===== config.mk =====
export PLATFORM = sky130hd
export DESIGN_NAME = fetch_apb_regs
export DESIGN_NICKNAME = d
export VERILOG_FILES = /design/src/source/fetch_pkg.sv /design/src/source/fetch_apb_regs.sv
export VERILOG_INCLUDE_DIRS = /design/src /design/src/source
export SDC_FILE = /design/constraint.sdc
export NUM_CORES = 1
export LEC_CHECK = 0
export ABC_AREA = 1
export BUFFER_PORTS_ARGS = -buffer_cell sky130_fd_sc_hd__clkbuf_2
export CAP_MARGIN = 0
export CELL_PAD_IN_SITES_DETAIL_PLACEMENT = 0
export CELL_PAD_IN_SITES_GLOBAL_PLACEMENT = 2
export CORE_AREA = 2 2 80 120
export DETAILED_ROUTE_END_ITERATION = 8
export DIE_AREA = 0 0 82 122
export GPL_TIMING_DRIVEN = 0
export PLACE_DENSITY_LB_ADDON = 0.1
export RECOVER_POWER = 100
export SLEW_MARGIN = 20
export SYNTH_ARGS = -nofsm -noshare
export SYNTH_HDL_FRONTEND = slang
export SYNTH_SLANG_ARGS = --single-unit

===== constraint.sdc =====
create_clock -name clk -period 1 [get_ports clk]
set_input_delay 0.05 -clock clk [delete_from_list [all_inputs] [get_ports clk]]
set_output_delay 0.05 -clock clk [all_outputs]
set_load 0.005 [all_outputs]

===== src/source/fetch_consts.svh =====
// Fetch subsystem constants: memory geometry, APB register map and stop word
`ifndef FETCH_CONSTS_SVH
`define FETCH_CONSTS_SVH

// Instruction memory geometry, depth must stay 2**FETCH_AW
`define FETCH_IMEM_DEPTH 256                // 32-bit words
`define FETCH_AW         8                  // Word address bits

// APB byte offsets
`define FETCH_REG_CTRL   12'h000            // Bit 0 starts a run
`define FETCH_REG_STATUS 12'h004            // {halted, running}
`define FETCH_REG_COUNT  12'h008            // Delivered instructions
`define FETCH_REG_START  12'h00C            // Start word address
`define FETCH_IMEM_BASE  12'h400            // Word i at BASE + 4*i

// All-zero word ends the fetch
`define FETCH_STOP_WORD  32'h0000_0000

`endif


===== src/source/fetch_pkg.sv =====
// Fetch package: controller states, predecode classes and shared bundles
`default_nettype none

`include "fetch_consts.svh"

package fetch_pkg;

  // Controller sequence
  typedef enum logic [1:0] {
    IDLE = 2'd0,                            // Waiting for start
    REQ  = 2'd1,                            // Memory read issued
    RESP = 2'd2,                            // Word valid, offered downstream
    HALT = 2'd3                             // Stop word delivered
  } fetch_state_e;

  // Predecode result
  typedef enum logic [1:0] {
    OP_SEQ  = 2'd0,                         // Falls through to pc+1
    OP_JAL  = 2'd1,                         // Redirect to jump target
    OP_STOP = 2'd2                          // Last word of the run
  } predec_op_e;

  // Output stream payload
  typedef struct packed {
    logic [31:0] pc;                        // Word address, zero-extended
    logic [31:0] instr;
  } fetch_out_t;

  // Memory write request from the host side
  typedef struct packed {
    logic                 en;
    logic [`FETCH_AW-1:0] addr;             // Word address
    logic [31:0]          data;
  } imem_wr_t;

  // Run control towards controller and PC
  typedef struct packed {
    logic                 start;            // One-cycle pulse
    logic [`FETCH_AW-1:0] start_pc;
  } fetch_ctrl_t;

  // Run status back to the register block
  typedef struct packed {
    logic        running;
    logic        halted;
    logic [15:0] count;                     // Saturating
  } fetch_stat_t;

endpackage

`default_nettype wire


===== src/source/fetch_apb_regs.sv =====
// APB register block: run control, status, count, start PC and memory write window
`default_nettype none

`include "fetch_consts.svh"

module fetch_apb_regs (
  input  wire                        clk,
  input  wire                        rst,
  input  wire                        psel,
  input  wire                        penable,
  input  wire                        pwrite,
  input  wire  [11:0]                paddr,
  input  wire  [31:0]                pwdata,
  output logic [31:0]                prdata,
  output logic                       pready,
  output logic                       pslverr,
  input  wire  fetch_pkg::fetch_stat_t stat,
  output fetch_pkg::fetch_ctrl_t     ctrl,
  output fetch_pkg::imem_wr_t        imem_wr
);

  logic                 acc;                // Access phase
  logic                 wr_acc;
  logic                 rd_acc;
  logic                 hit_ctrl;
  logic                 hit_status;
  logic                 hit_count;
  logic                 hit_start;
  logic                 hit_win;
  logic                 mapped;
  logic                 busy;
  logic                 win_err;
  logic                 start_q;            // Start pulse register
  logic [`FETCH_AW-1:0] start_pc_q;         // START register

  assign acc    = psel & penable;
  assign wr_acc = acc & pwrite;
  assign rd_acc = acc & ~pwrite;

  // Address decode, exact offsets only
  assign hit_ctrl   = (paddr == `FETCH_REG_CTRL);
  assign hit_status = (paddr == `FETCH_REG_STATUS);
  assign hit_count  = (paddr == `FETCH_REG_COUNT);
  assign hit_start  = (paddr == `FETCH_REG_START);
  assign hit_win    = (paddr >= `FETCH_IMEM_BASE) &&
                      (paddr < (`FETCH_IMEM_BASE + 4 * `FETCH_IMEM_DEPTH)) &&
                      (paddr[1:0] == 2'b00);  // Word aligned window
  assign mapped     = hit_ctrl | hit_status | hit_count | hit_start | hit_win;

  // A pending start already counts as running
  assign busy    = stat.running | start_q;
  assign win_err = wr_acc & hit_win & busy; // Program is locked during a run

  assign pready  = 1'b1;                    // Zero wait states
  assign pslverr = acc & (~mapped | win_err);

  // Memory writes go straight through at the access edge
  assign imem_wr = '{
    en:   wr_acc & hit_win & ~busy,
    addr: paddr[`FETCH_AW+1:2],
    data: pwdata
  };

  assign ctrl = '{start: start_q, start_pc: start_pc_q};

  always_ff @(posedge clk or posedge rst) begin
    if (rst) begin
      start_q    <= 1'b0;
      start_pc_q <= '0;
    end else begin
      start_q <= wr_acc & hit_ctrl & pwdata[0] & ~busy; // Ignored mid-run
      if (wr_acc && hit_start) begin
        start_pc_q <= pwdata[`FETCH_AW-1:0];
      end
    end
  end

  // Read mux, window and CTRL read as zero
  always_comb begin
    prdata = 32'h0;
    if (rd_acc) begin
      if (hit_status) begin
        prdata = {30'h0, stat.halted, stat.running};
      end else if (hit_count) begin
        prdata = {16'h0, stat.count};
      end else if (hit_start) begin
        prdata = {{(32 - `FETCH_AW){1'b0}}, start_pc_q};
      end
    end
  end

endmodule

`default_nettype wire


==> reports/qor_table.md, run 1 <==
| Result | This run | Unit |
|---|---|---|
| Antenna violations before repair | 0 | - |
| Bufs on Longest Clock Path | 2 | - |
| Clock transition at the register clock pins on the worst setup and hold paths after CTS | 40 | ps |
| Half-perimeter wire length of the detailed placement result | 4000 | um |
| Buffers added on ports | 109 | - |
| Critical Path Sink Type | output port | - |
| Count of unique library cells instantiated by Yosys | 25 | - |
| Setup slack of the critical path after layout | -161 | ps |
| Leakage dissipation | 1.33 | nW |
| Final-layout worst hold slack | 50.8 | ps |
| Final period demand of the worst path | 1160 | ps |
| Internal portion of total power | 1.24 | mW |
| Highest metal used | met4 | - |
| Post-synthesis register bit count | 9 | - |
| Period utilisation layout | 1.16 | - |
| Crit start category | register | - |
| Post-synthesis area per instance | 7.46 | um^2 |
| Sequence of cells on the critical path | inv_2, a21oi_2, nand3_1, nand2_1, nor2_1, nor2_1, buf_2 | - |
| Number of levels the H-tree was split into | 1 | - |
| Ratio of cells with drive above 1 in the final layout | 0.652 | - |
| Classification of the worst-slack hold path | in2reg | - |
| Combinational group share of total power | 0.352 | - |
| Dpl ws | -356 | ps |
| Total global routing track utilization | 0.0928 | - |
| Post-route setup TNS | -2670 | ps |
| Synth-to-Final Area Change | 93.2 | % |
| Inserted Clock Buffers | 3 | - |
| Slowest stage delay, CP | 350 | ps |
| Avg WL per Cell | 11.4 | um |
| Bufs and invs on worst path | 2 | - |
| Yosys top cell by area | buf_4 | - |
| CP max-delay cell | dfrtp_1 | - |
| CORE AREA | 9040 | um^2 |
| CTS root buffer | clkbuf_16 | - |
| Areal power density over the cells | 646 | nW/um^2 |
| Die Area | 10000 | um^2 |
| Clock network fraction of total power | 0.426 | - |
| Global-route wire length before repair | 7070 | um |
| Upper clock frequency limit | 862 | MHz |
| CP arrival | 1110 | ps |
| Post-synthesis cell area | 1320 | um^2 |
| Critical path start-end classification | reg2out | - |
| Row count | 43 | - |
| Count of nets after finishing | 393 | - |
| Maximum number of pins on one net before global-route repair | 11 | - |
| Peak fanout along the critical path | 2 | - |
| Family of cells with the greatest summed delay on the critical path | flip-flops | - |
| Maximum clock skew at final layout | 0 | ps |
| Number of search-and-repair iterations in the first detailed-routing pass | 3 | - |
| Sequential share of power | 0.223 | - |
| Most common cell in the netlist | buf_4 | - |
| Final Setup Violations | 26 | - |
| Count of antenna diodes in the layout | 0 | - |
| Most frequent CP cell | nor2_1 | - |
| Main area contributors after synthesis | buf_4 34%, dfrtp_1 17%, nand4_1 5.7%, o21ai_2 4.6%, nand2_1 4.5% | - |
| Instance count of the mapped netlist | 177 | - |
| Post-synthesis sequential area ratio | 0.171 | - |
| Number of flops mapped to enable cells by yosys | 0 | - |
| Die boundary width | 82 | um |
| Max VDD drop | 0.575 | mV |
| Die Y | 122 | um |
| Wire length on met3 | 530 | um |
| RePlAce Congestion | 0.720 | - |
| Top-level port count | 151 | - |
| Average vias per placed instance | 3.67 | - |
| Max Slew Vio Count | 0 | - |
| Run status | complete, but fails checks | - |
| DRC viols | 0 | - |
| FFs w/ async S/R, synth | 1.00 | - |
| Number of hold violations in the final report | 0 | - |
| Share of the synthesized area in the top cell type | 0.336 | - |
| Unrepaired setup endpoints after global routing | true | - |
| Worst Path Required | 950 | ps |
| Violated checks | setup timing | - |
| Switching power as a share of total power | 0.249 | - |
| Detailed route wirelength on metal2 | 2760 | um |
| Starting density of the core | 0.146 | - |
| CTS sink cnt | 9 | - |
| Drt initial violations | 27 | - |
| Total net switching power | 0.410 | mW |
| Global-route congestion overflow total | 0 | - |
| Wire length after detailed routing | 4960 | um |
| Max-cap violation count | 0 | - |
| Post-synth top flop | dfrtp_1 | - |
| Met1 WL | 1610 | um |
| Number of global-route vias before repair | 1471 | - |
| Final antenna-violating net count | 0 | - |
| Leading post-synthesis cells by instance count | 59 x buf_4, 16 x nand2_1, 16 x nor2_1 | - |
| Total number of vias | 1605 | - |
| Number of warnings printed during yosys synthesis | 0 | - |
| Clock tree from TritonCTS | built | - |
| Worst skew pair latency | 230 | ps |
## worst min-delay path: stages
cell	delay, ps
clkbuf_2	90
inv_1	60
o21ai_2	50
## final timing paths
path	startpoint	to	slack (ps)	depth (start not counted)
hold / removal	pwdata[2]	start_pc_q[2]	50	3
max in group asynchronous	rst	start_pc_q[6]	400	3
min in group asynchronous	rst	start_pc_q[1]	320	3
setup / recovery	start_pc_q[1]	prdata[1]	-160	7
setup reg to reg	start_q	start_q	20	4
hold reg to reg	start_pc_q[6]	start_pc_q[6]	530	2
## through the flow
stage / std cells / total power, mW / cell area (um^2) / util
2_1_floorplan: 192 / 0.656 / 1380 / -
3_3_place_gp: 413 / 0.858 / 2060 / 0.228
3_5_place_dp: 413 / 0.859 / 2060 / 0.228
4_1_cts: 435 / 1.65 / 2440 / 0.270
5_1_grt: 437 / 1.76 / 2550 / 0.282
6_report: 437 / 1.65 / 2550 / 0.282
## routing by layer
metal | up-vias | track usage
met2 | 90 | 0.185
li1 | 805 | -
met4 | 0 | 0.0333
met3 | 4 | 0.0178
met1 | 706 | 0.0896
met5 | - | 0
## cell type report
cell class	instances	area (um^2)
Timing Repair Buffer	127	749
Clock buffer	4	78.8
Multi-Input combinational cell	108	803
Buffer	62	497
Fill cell	1033	6490
Sequential cell	9	225
Inverter	15	56.3
Tap cell	112	140
## kinds of logic (layout without fill, tap and decap cells)
kind of cell | Yosys count | after routing | synth area share
and+or+nand+nor | 72 | 74 | 0.333
other | 2 | 17 | 0.00569
buffers and inverters | 77 | 208 | 0.404
AOI/OAI and AO/OA | 17 | 17 | 0.0872
DFF | 9 | 9 | 0.171
## registers in the layout, indices dropped and copies added (netlist names)
signal	count
start_q	1
start_pc_q	8
## power groups by stage
stage	logic (mW)	registers [mW]	clock network (mW)
2_1_floorplan	0.285	0.372	0
5_1_grt	0.647	0.366	0.746
3_5_place_dp	0.487	0.372	0
6_report	0.580	0.367	0.702
3_3_place_gp	0.486	0.372	0
4_1_cts	0.558	0.367	0.726
## cells in the final DEF (no fill, tap or decap), drive strengths merged
master       netlist  final
nor3               2      2
inv               15     15
clkbuf             0    110
dfrtp              9      9
o21ai              8      8
nor4               1      1
nand4             12     12
dlygate4sd3        0      1
buf               62     82
nand2             22     22
conb               2     17
nor3b              8      8
nand3b             1      1
nor2              20     21
a21oi              9      9
nand3              6      7
## timing repair
item	in CTS	in global routing
setup buffers	13	1
pin swaps	14	18
gates resized for setup	32	36
hold endpoints to repair	9	0
hold buffers	1	0
gates cloned	4	1
setup endpoints to repair	21	27
Power figures use the tool's default switching activity.
==> run 2, diff against run 1 <==
--- a/config.mk
+++ b/config.mk
@@ -9,13 +9,11 @@
 export ABC_AREA = 1
 export BUFFER_PORTS_ARGS = -buffer_cell sky130_fd_sc_hd__clkbuf_2
 export CAP_MARGIN = 0
-export CELL_PAD_IN_SITES_DETAIL_PLACEMENT = 0
-export CELL_PAD_IN_SITES_GLOBAL_PLACEMENT = 2
-export CORE_AREA = 2 2 80 120
+export CORE_AREA = 2 2 54 82
 export DETAILED_ROUTE_END_ITERATION = 8
-export DIE_AREA = 0 0 82 122
+export DIE_AREA = 0 0 56 84
 export GPL_TIMING_DRIVEN = 0
-export PLACE_DENSITY_LB_ADDON = 0.1
+export PLACE_DENSITY = 0.79
 export RECOVER_POWER = 100
 export SLEW_MARGIN = 20
 export SYNTH_ARGS = -nofsm -noshare
==> run 2 against run 1 <==
Net effect: the run still ends with setup timing left; largest power group is now combinational cells; combinational power fell by 12%; first-iteration DRC count fell by 41%; clock-buffer cell count did not move; total power fell by 22%; via count fell by 2.1%; critical path depth rose by 2; critical endpoint is now prdata[5]; global-route usage rose by 6.0 points; clock power fell by 41%; cell area fell by 14%; critical path type is now in2out; non-clock buffer count fell by 6.
==> reports/qor_table.md, run 2 (synthesis gave the netlist of run 1 again) <==
| Result | This run | Unit | Delta |
|---|---|---|---|
| Run status | complete, but fails checks | - | unchanged |
| Violated checks | setup timing | - | unchanged |
| RePlAce Congestion | 0.780 | - | was 0.720 |
| Synth-to-Final Area Change | 65.8 | % | was 93.2% |
| Final period demand of the worst path | 1200 | ps | was 1160 ps |
| Average vias per placed instance | 4.31 | - | was 3.67 |
| Die boundary width | 56 | um | was 82 um |
| Top reg by flops | start_pc_q | - | unchanged |
| Clock tree from TritonCTS | built | - | unchanged |
| Die Y | 84 | um | was 122 um |
| Half-perimeter wire length of the detailed placement result | 3310 | um | was 4000 um |
| Max VDD drop | 0.659 | mV | was 0.575 mV |
| CTS sink cnt | 9 | - | unchanged |
| Top library cells by usage in the layout, fill and taps aside | 83 x clkbuf_2, 48 x buf_4, 25 x clkbuf_1 | - | was 64 x clkbuf_2, 59 x buf_4, 34 x clkbuf_1 |
| Clock transition at the register clock pins on the worst setup and hold paths after CTS | 40 | ps | about the same |
| Starting density of the core | 0.325 | - | was 0.146 |
| Row count | 29 | - | was 43 |
| Areal power density over the cells | 590 | nW/um^2 | was 646 nW/um^2 |
| Number of global-route vias before repair | 1364 | - | was 1471 |
| Period utilisation layout | 1.20 | - | was 1.16 |
| Most common cell after layout, fill and taps aside | clkbuf_2 | - | unchanged |
| Total number of vias | 1572 | - | was 1605 |
| Die Area | 4700 | um^2 | was 10000 um^2 |
| Maximum clock skew at final layout | 0 | ps | unchanged |
| Avg WL per Cell | 11.1 | um | was 11.4 um |
| Global-route wire length before repair | 5800 | um | was 7070 um |
| DRC viols | 0 | - | unchanged |
| Top-level port count | 151 | - | unchanged |
| Count of antenna diodes in the layout | 0 | - | unchanged |
| Count of nets after finishing | 387 | - | was 393 |
| Final antenna-violating net count | 0 | - | unchanged |
| Area of all sequential standard cells | 225 | um^2 | unchanged |
| Ratio of cells with drive above 1 in the final layout | 0.614 | - | was 0.652 |
| CORE AREA | 4060 | um^2 | was 9040 um^2 |
| CP arrival | 1150 | ps | was 1110 ps |
| Number of hold violations in the final report | 0 | - | unchanged |
| Global-route congestion overflow total | 0 | - | unchanged |
| Post-placement cell area | 1980 | um^2 | was 2060 um^2 |
| Post-placement cell count | 347 | - | was 413 |
| Inserted Clock Buffers | 3 | - | unchanged |
| Peak fanout along the critical path | 10 | - | was 2 |
| Wire length after detailed routing | 4060 | um | was 4960 um |
| Number of search-and-repair iterations in the first detailed-routing pass | 4 | - | was 3 |
| CTS root buffer | clkbuf_8 | - | was clkbuf_16 |
| Setup slack of the critical path after layout | -201 | ps | was -161 ps |
| Unrepaired setup endpoints after global routing | true | - | unchanged |
| Max Slew Vio Count | 0 | - | unchanged |
| Summed area of non-filler cells in the final layout | 2190 | um^2 | was 2550 um^2 |
| Total global routing track utilization | 0.153 | - | was 0.0928 |
| Worst Path Required | 950 | ps | about the same |
| Worst skew pair latency | 230 | ps | about the same |
| Crit start category | input port | - | was register |
| Critical Path Sink Type | output port | - | unchanged |
| Area taken by multi-input logic gates | 708 | um^2 | was 803 um^2 |
| Antenna violations before repair | 0 | - | unchanged |
| Largest register FFs | 8 | - | unchanged |
| Bufs on Longest Clock Path | 2 | - | unchanged |
| Filler cell count | 426 | - | was 1033 |
| Max-cap violation count | 0 | - | unchanged |
| Number of levels the H-tree was split into | 1 | - | unchanged |
| Classification of the worst-slack hold path | in2reg | - | unchanged |
| Final Setup Violations | 18 | - | was 26 |
| Leakage dissipation | 1.26 | nW | was 1.33 nW |
| Count of placed standard cells in the final layout, fillers left out | 365 | - | was 437 |
| Drt initial violations | 16 | - | was 27 |
| Critical path start-end classification | in2out | - | was reg2out |
| Maximum number of pins on one net before global-route repair | 11 | - | unchanged |
| Buffers added on ports | 109 | - | unchanged |
| Largest regs | start_pc_q: 8 flops, start_q: 1 flops | - | unchanged |
| Upper clock frequency limit | 832 | MHz | was 862 MHz |
-- run 2: cell count changes in the layout (fill, tap and decap cells not counted), sizes merged --
cell    delta
buf       -26
clkbuf    +20
-- run 2: final cells by class --
| class | count | area share |
|---|---|---|
| Buffer | 62 | 0.223 |
| Sequential cell | 9 | 0.103 |
| Inverter | 15 | 0.0257 |
| Timing Repair Buffer | 121 | 0.278 |
| Tap cell | 46 | 0.0263 |
| Multi-Input combinational cell | 108 | 0.324 |
| Clock buffer | 4 | 0.0206 |
-- run 2: where the power goes --
part	internal (mW)	switching [mW]
combinational	0.291	0.220
sequential	0.366	0.000352
clock	0.277	0.136
-- run 2: repair_timing --
action / 4_1_cts / 5_1_grt
endpoints found under the setup margin: 18 / 27
gates cloned: 0 / 3
pin swaps: 2 / 7
endpoints found under the hold margin: 9 / 0
resized for setup: 13 / 12
hold buffers: 1 / 0
buffers inserted: 6 / 4
-- run 2: final timing paths --
kind / startpoint / endpoint / slack [ps] / cells after the start
setup / recovery: paddr[7] / prdata[5] / -200 / 9
min in group asynchronous: rst / start_pc_q[0] / 320 / 3
hold reg to reg: start_pc_q[6] / start_pc_q[6] / 510 / 2
hold / removal: pwdata[3] / start_pc_q[3] / 50 / 3
max in group asynchronous: rst / start_pc_q[5] / 420 / 3
setup reg to reg: start_q / start_q / 120 / 3
-- run 2: per-layer routing --
metal / GRT usage / routed length (um)
met3: 0.0326 / 396
met4: 0.0693 / 70
met5: 0 / 0
met1: 0.130 / 1170
met2: 0.318 / 2430
-- run 2: critical path, cell delays in order --
cell and delay, ps:
clkbuf_2 100, nor2_2 160, nand2_4 110, nor2_4 220
nand2_4 90, nand2_4 100, buf_6 150, a21oi_1 60
clkbuf_2 110
-- run 2: per-stage QoR --
| step | total power [mW] | util | worst slack (ps) | TNS, ps | hold WS [ps] |
|---|---|---|---|---|---|
| CTS | 1.30 | 0.521 | -173 | -2580 | 54.2 |
| finish | 1.29 | 0.538 | -201 | -2850 | 54.7 |
| detailed placement | 0.850 | 0.487 | -264 | -5480 | 14.5 |
| floorplan | 0.656 | - | 28.5 | 0 | -122 |
| global placement | 0.843 | 0.487 | -253 | -5110 | 9.31 |
| global route | 1.37 | 0.538 | -303 | -4890 | 73.2 |
==> run 3, diff against run 2 <==
--- a/config.mk
+++ b/config.mk
@@ -10,10 +10,11 @@
 export BUFFER_PORTS_ARGS = -buffer_cell sky130_fd_sc_hd__clkbuf_2
 export CAP_MARGIN = 0
 export CORE_AREA = 2 2 54 82
+export CTS_BUF_LIST = sky130_fd_sc_hd__clkbuf_16
 export DETAILED_ROUTE_END_ITERATION = 8
 export DIE_AREA = 0 0 56 84
 export GPL_TIMING_DRIVEN = 0
-export PLACE_DENSITY = 0.79
+export PLACE_DENSITY = 0.77
 export RECOVER_POWER = 100
 export SLEW_MARGIN = 20
 export SYNTH_ARGS = -nofsm -noshare
==> constraint.sdc (replaced) <==
create_clock -name clk -period 1 [get_ports clk]
set_input_delay 0.05 -clock clk [delete_from_list [all_inputs] [get_ports clk]]
set_output_delay 0.05 -clock clk [all_outputs]
set_load 0.02 [all_outputs]
==> run 3 against run 2 <==
Net effect: the run still ends with setup timing left; highest routed layer unchanged; total power is 37% higher; clock-buffer cell count is 1 lower; sequential cell count stayed put; register-to-register slack worse by 180 ps.
==> reports/qor_table.md, run 3 (synthesis gave the netlist of run 1 again) <==
| Result | This run | Unit | Delta |
|---|---|---|---|
| Drt initial violations | 12 | - | was 16 |
| Most common cell after layout, fill and taps aside | buf_4 | - | was clkbuf_2 |
| Crit start category | input port | - | unchanged |
| Internal portion of total power | 1.21 | mW | was 0.934 mW |
| Sequence of cells on the critical path | clkbuf_2, nor2_4, buf_6, nand2_1, nor2_2, nand2_1, nor2_1, nor2_1, nor2_2, clkbuf_8 | - | was clkbuf_2, nor2_2, nand2_4, nor2_4, nand2_4, nand2_4, buf_6, a21oi_1, clkbuf_2 |
| Areal power density over the cells | 712 | nW/um^2 | was 590 nW/um^2 |
| Number of hold violations in the final report | 0 | - | unchanged |
| Starting density of the core | 0.325 | - | unchanged |
| Inserted Clock Buffers | 3 | - | unchanged |
| Top library cells by usage in the layout, fill and taps aside | 73 x buf_4, 46 x clkbuf_1, 40 x clkbuf_2 | - | was 83 x clkbuf_2, 48 x buf_4, 25 x clkbuf_1 |
| Critical path start-end classification | in2out | - | unchanged |
| CP max-delay cell | nor2_4 | - | unchanged |
| RePlAce Congestion | 0.762 | - | was 0.780 |
| Top reg by flops | start_pc_q | - | unchanged |
| CP arrival | 1200 | ps | was 1150 ps |
| Final Setup Violations | 22 | - | was 18 |
| Synth-to-Final Area Change | 87.4 | % | was 65.8% |
| Avg WL per Cell | 11.2 | um | was 11.1 um |
| Upper clock frequency limit | 798 | MHz | was 832 MHz |
| Combinational group share of total power | 0.395 | - | was 0.396 |
| Final Util | 0.609 | - | was 0.538 |
| Setup slack of the critical path after layout | -253 | ps | was -201 ps |
| Largest regs | start_pc_q: 8 flops, start_q: 1 flops | - | unchanged |
| Family of cells with the greatest summed delay on the critical path | simple AND/OR/NAND/NOR gates | - | unchanged |
| Global-route wire length before repair | 6090 | um | was 5800 um |
| Top-level port count | 151 | - | unchanged |
| Count of antenna diodes in the layout | 0 | - | unchanged |
| Switching power as a share of total power | 0.313 | - | was 0.276 |
| DRC viols | 0 | - | unchanged |
| Number of levels the H-tree was split into | 1 | - | unchanged |
| Classification of the worst-slack hold path | in2reg | - | unchanged |
| Slowest stage delay, CP | 160 | ps | was 220 ps |
| Clock transition at the register clock pins on the worst setup and hold paths after CTS | 40 | ps | about the same |
| Run status | complete, but fails checks | - | unchanged |
| Worst Path Required | 950 | ps | about the same |
| Post-route setup TNS | -3240 | ps | was -2850 ps |
| Wire length after detailed routing | 4160 | um | was 4060 um |
| Die Y | 84 | um | unchanged |
| CTS sink cnt | 9 | - | unchanged |
| Buffers added on ports | 109 | - | unchanged |
| Critical Path Sink Type | output port | - | unchanged |
| Total global routing track utilization | 0.159 | - | was 0.153 |
| Ratio of cells with drive above 1 in the final layout | 0.611 | - | was 0.614 |
| Final period demand of the worst path | 1250 | ps | was 1200 ps |
| Period utilisation layout | 1.25 | - | was 1.20 |
| Bufs on Longest Clock Path | 2 | - | unchanged |
| Leakage dissipation | 1.30 | nW | was 1.26 nW |
| Bufs and invs on worst path | 3 | - | unchanged |
| Total net switching power | 0.551 | mW | was 0.357 mW |
| Unrepaired setup endpoints after global routing | true | - | unchanged |
| Half-perimeter wire length of the detailed placement result | 3190 | um | was 3310 um |
| Summed area of non-filler cells in the final layout | 2470 | um^2 | was 2190 um^2 |
| Violated checks | setup timing | - | unchanged |
| Global-route congestion overflow total | 0 | - | unchanged |
| Post-placement cell area | 2080 | um^2 | was 1980 um^2 |
| Maximum clock skew at final layout | 0 | ps | unchanged |
| Max VDD drop | 1.35 | mV | was 0.659 mV |
| CORE AREA | 4060 | um^2 | unchanged |
| Number of global-route vias before repair | 1453 | - | was 1364 |
| Dpl ws | -325 | ps | was -264 ps |
| Average vias per placed instance | 4.34 | - | was 4.31 |
| Sequential share of power | 0.208 | - | was 0.284 |
| Max Slew Vio Count | 0 | - | unchanged |
| Row count | 29 | - | unchanged |
| Maximum number of pins on one net before global-route repair | 11 | - | unchanged |
| Final antenna-violating net count | 0 | - | unchanged |
| Clock network fraction of total power | 0.397 | - | was 0.320 |
| Antenna violations before repair | 0 | - | unchanged |
| CTS root buffer | clkbuf_16 | - | was clkbuf_8 |
| Peak fanout along the critical path | 5 | - | was 10 |
| Total number of vias | 1605 | - | was 1572 |
| Worst skew pair latency | 240 | ps | was 230 ps |
| Max-cap violation count | 0 | - | unchanged |
| Die boundary width | 56 | um | unchanged |
| Number of search-and-repair iterations in the first detailed-routing pass | 4 | - | unchanged |
| Count of nets after finishing | 392 | - | was 387 |
| Die Area | 4700 | um^2 | unchanged |
| Largest register FFs | 8 | - | unchanged |
| Clock tree from TritonCTS | built | - | unchanged |
-- run 3: area by class of cell --
cell class / count / area (um^2)
Clock buffer: 3 / 75.1
Fill cell: 400 / 1590
Multi-Input combinational cell: 107 / 768
Timing Repair Buffer: 127 / 793
Inverter: 15 / 56.3
Buffer: 62 / 493
Tap cell: 46 / 57.6
Clock inverter: 1 / 3.75
Sequential cell: 9 / 226
-- run 3: metrics by stage --
step / std cells / hold slack [ps] / total power, mW
after detailed placement: 347 / 19.6 / 1.02
after CTS: 366 / 52.3 / 1.77
after global placement: 347 / 13.7 / 1.01
final: 370 / 50.3 / 1.76
after global routing: 370 / 69.3 / 1.83
after floorplan: 192 / -122 / 0.821
-- run 3: repair_timing --
action / CTS / global route
gates resized for setup: 41 / 20
pin swaps: 9 / 6
endpoints found under the setup margin: 18 / 28
cloned: 0 / 3
hold endpoints to repair: 9 / 0
hold buffers: 1 / 0
setup buffers: 14 / 1
-- run 3: metal layers --
metal,vias up,track usage,wire length [um]
li1,798,-,-
met5,-,0,0
met4,0,0.0390,56
met3,6,0.0481,457
met2,100,0.327,2420
met1,701,0.142,1220
-- run 3: worst paths after layout --
| kind | slack (ps) | endpoint | startpoint | depth (start not counted) |
|---|---|---|---|---|
| worst min register to register | 510 | start_pc_q[6] | start_pc_q[6] | 2 |
| min in group asynchronous | 310 | start_pc_q[0] | rst | 3 |
| max in group asynchronous | 400 | start_pc_q[1] | rst | 3 |
| worst max-delay path | -250 | pslverr | paddr[1] | 10 |
| worst min-delay path | 50 | start_pc_q[2] | pwdata[2] | 3 |
| worst max register to register | -60 | start_q | start_q | 4 |
-- run 3: power by group through the flow --
stage	Sequential (mW)	Combinational, mW	Clock, mW
2_1_floorplan	0.372	0.449	0
3_3_place_gp	0.372	0.636	0
3_5_place_dp	0.372	0.644	0
4_1_cts	0.367	0.689	0.711
5_1_grt	0.367	0.745	0.722
6_report	0.367	0.696	0.700
-- run 3: tightest hold or removal path, delay by kind of cell --
kind                   cells  cell delay [ps]
AO/OA/AOI/OAI              1               50
buffers and inverters      2              150
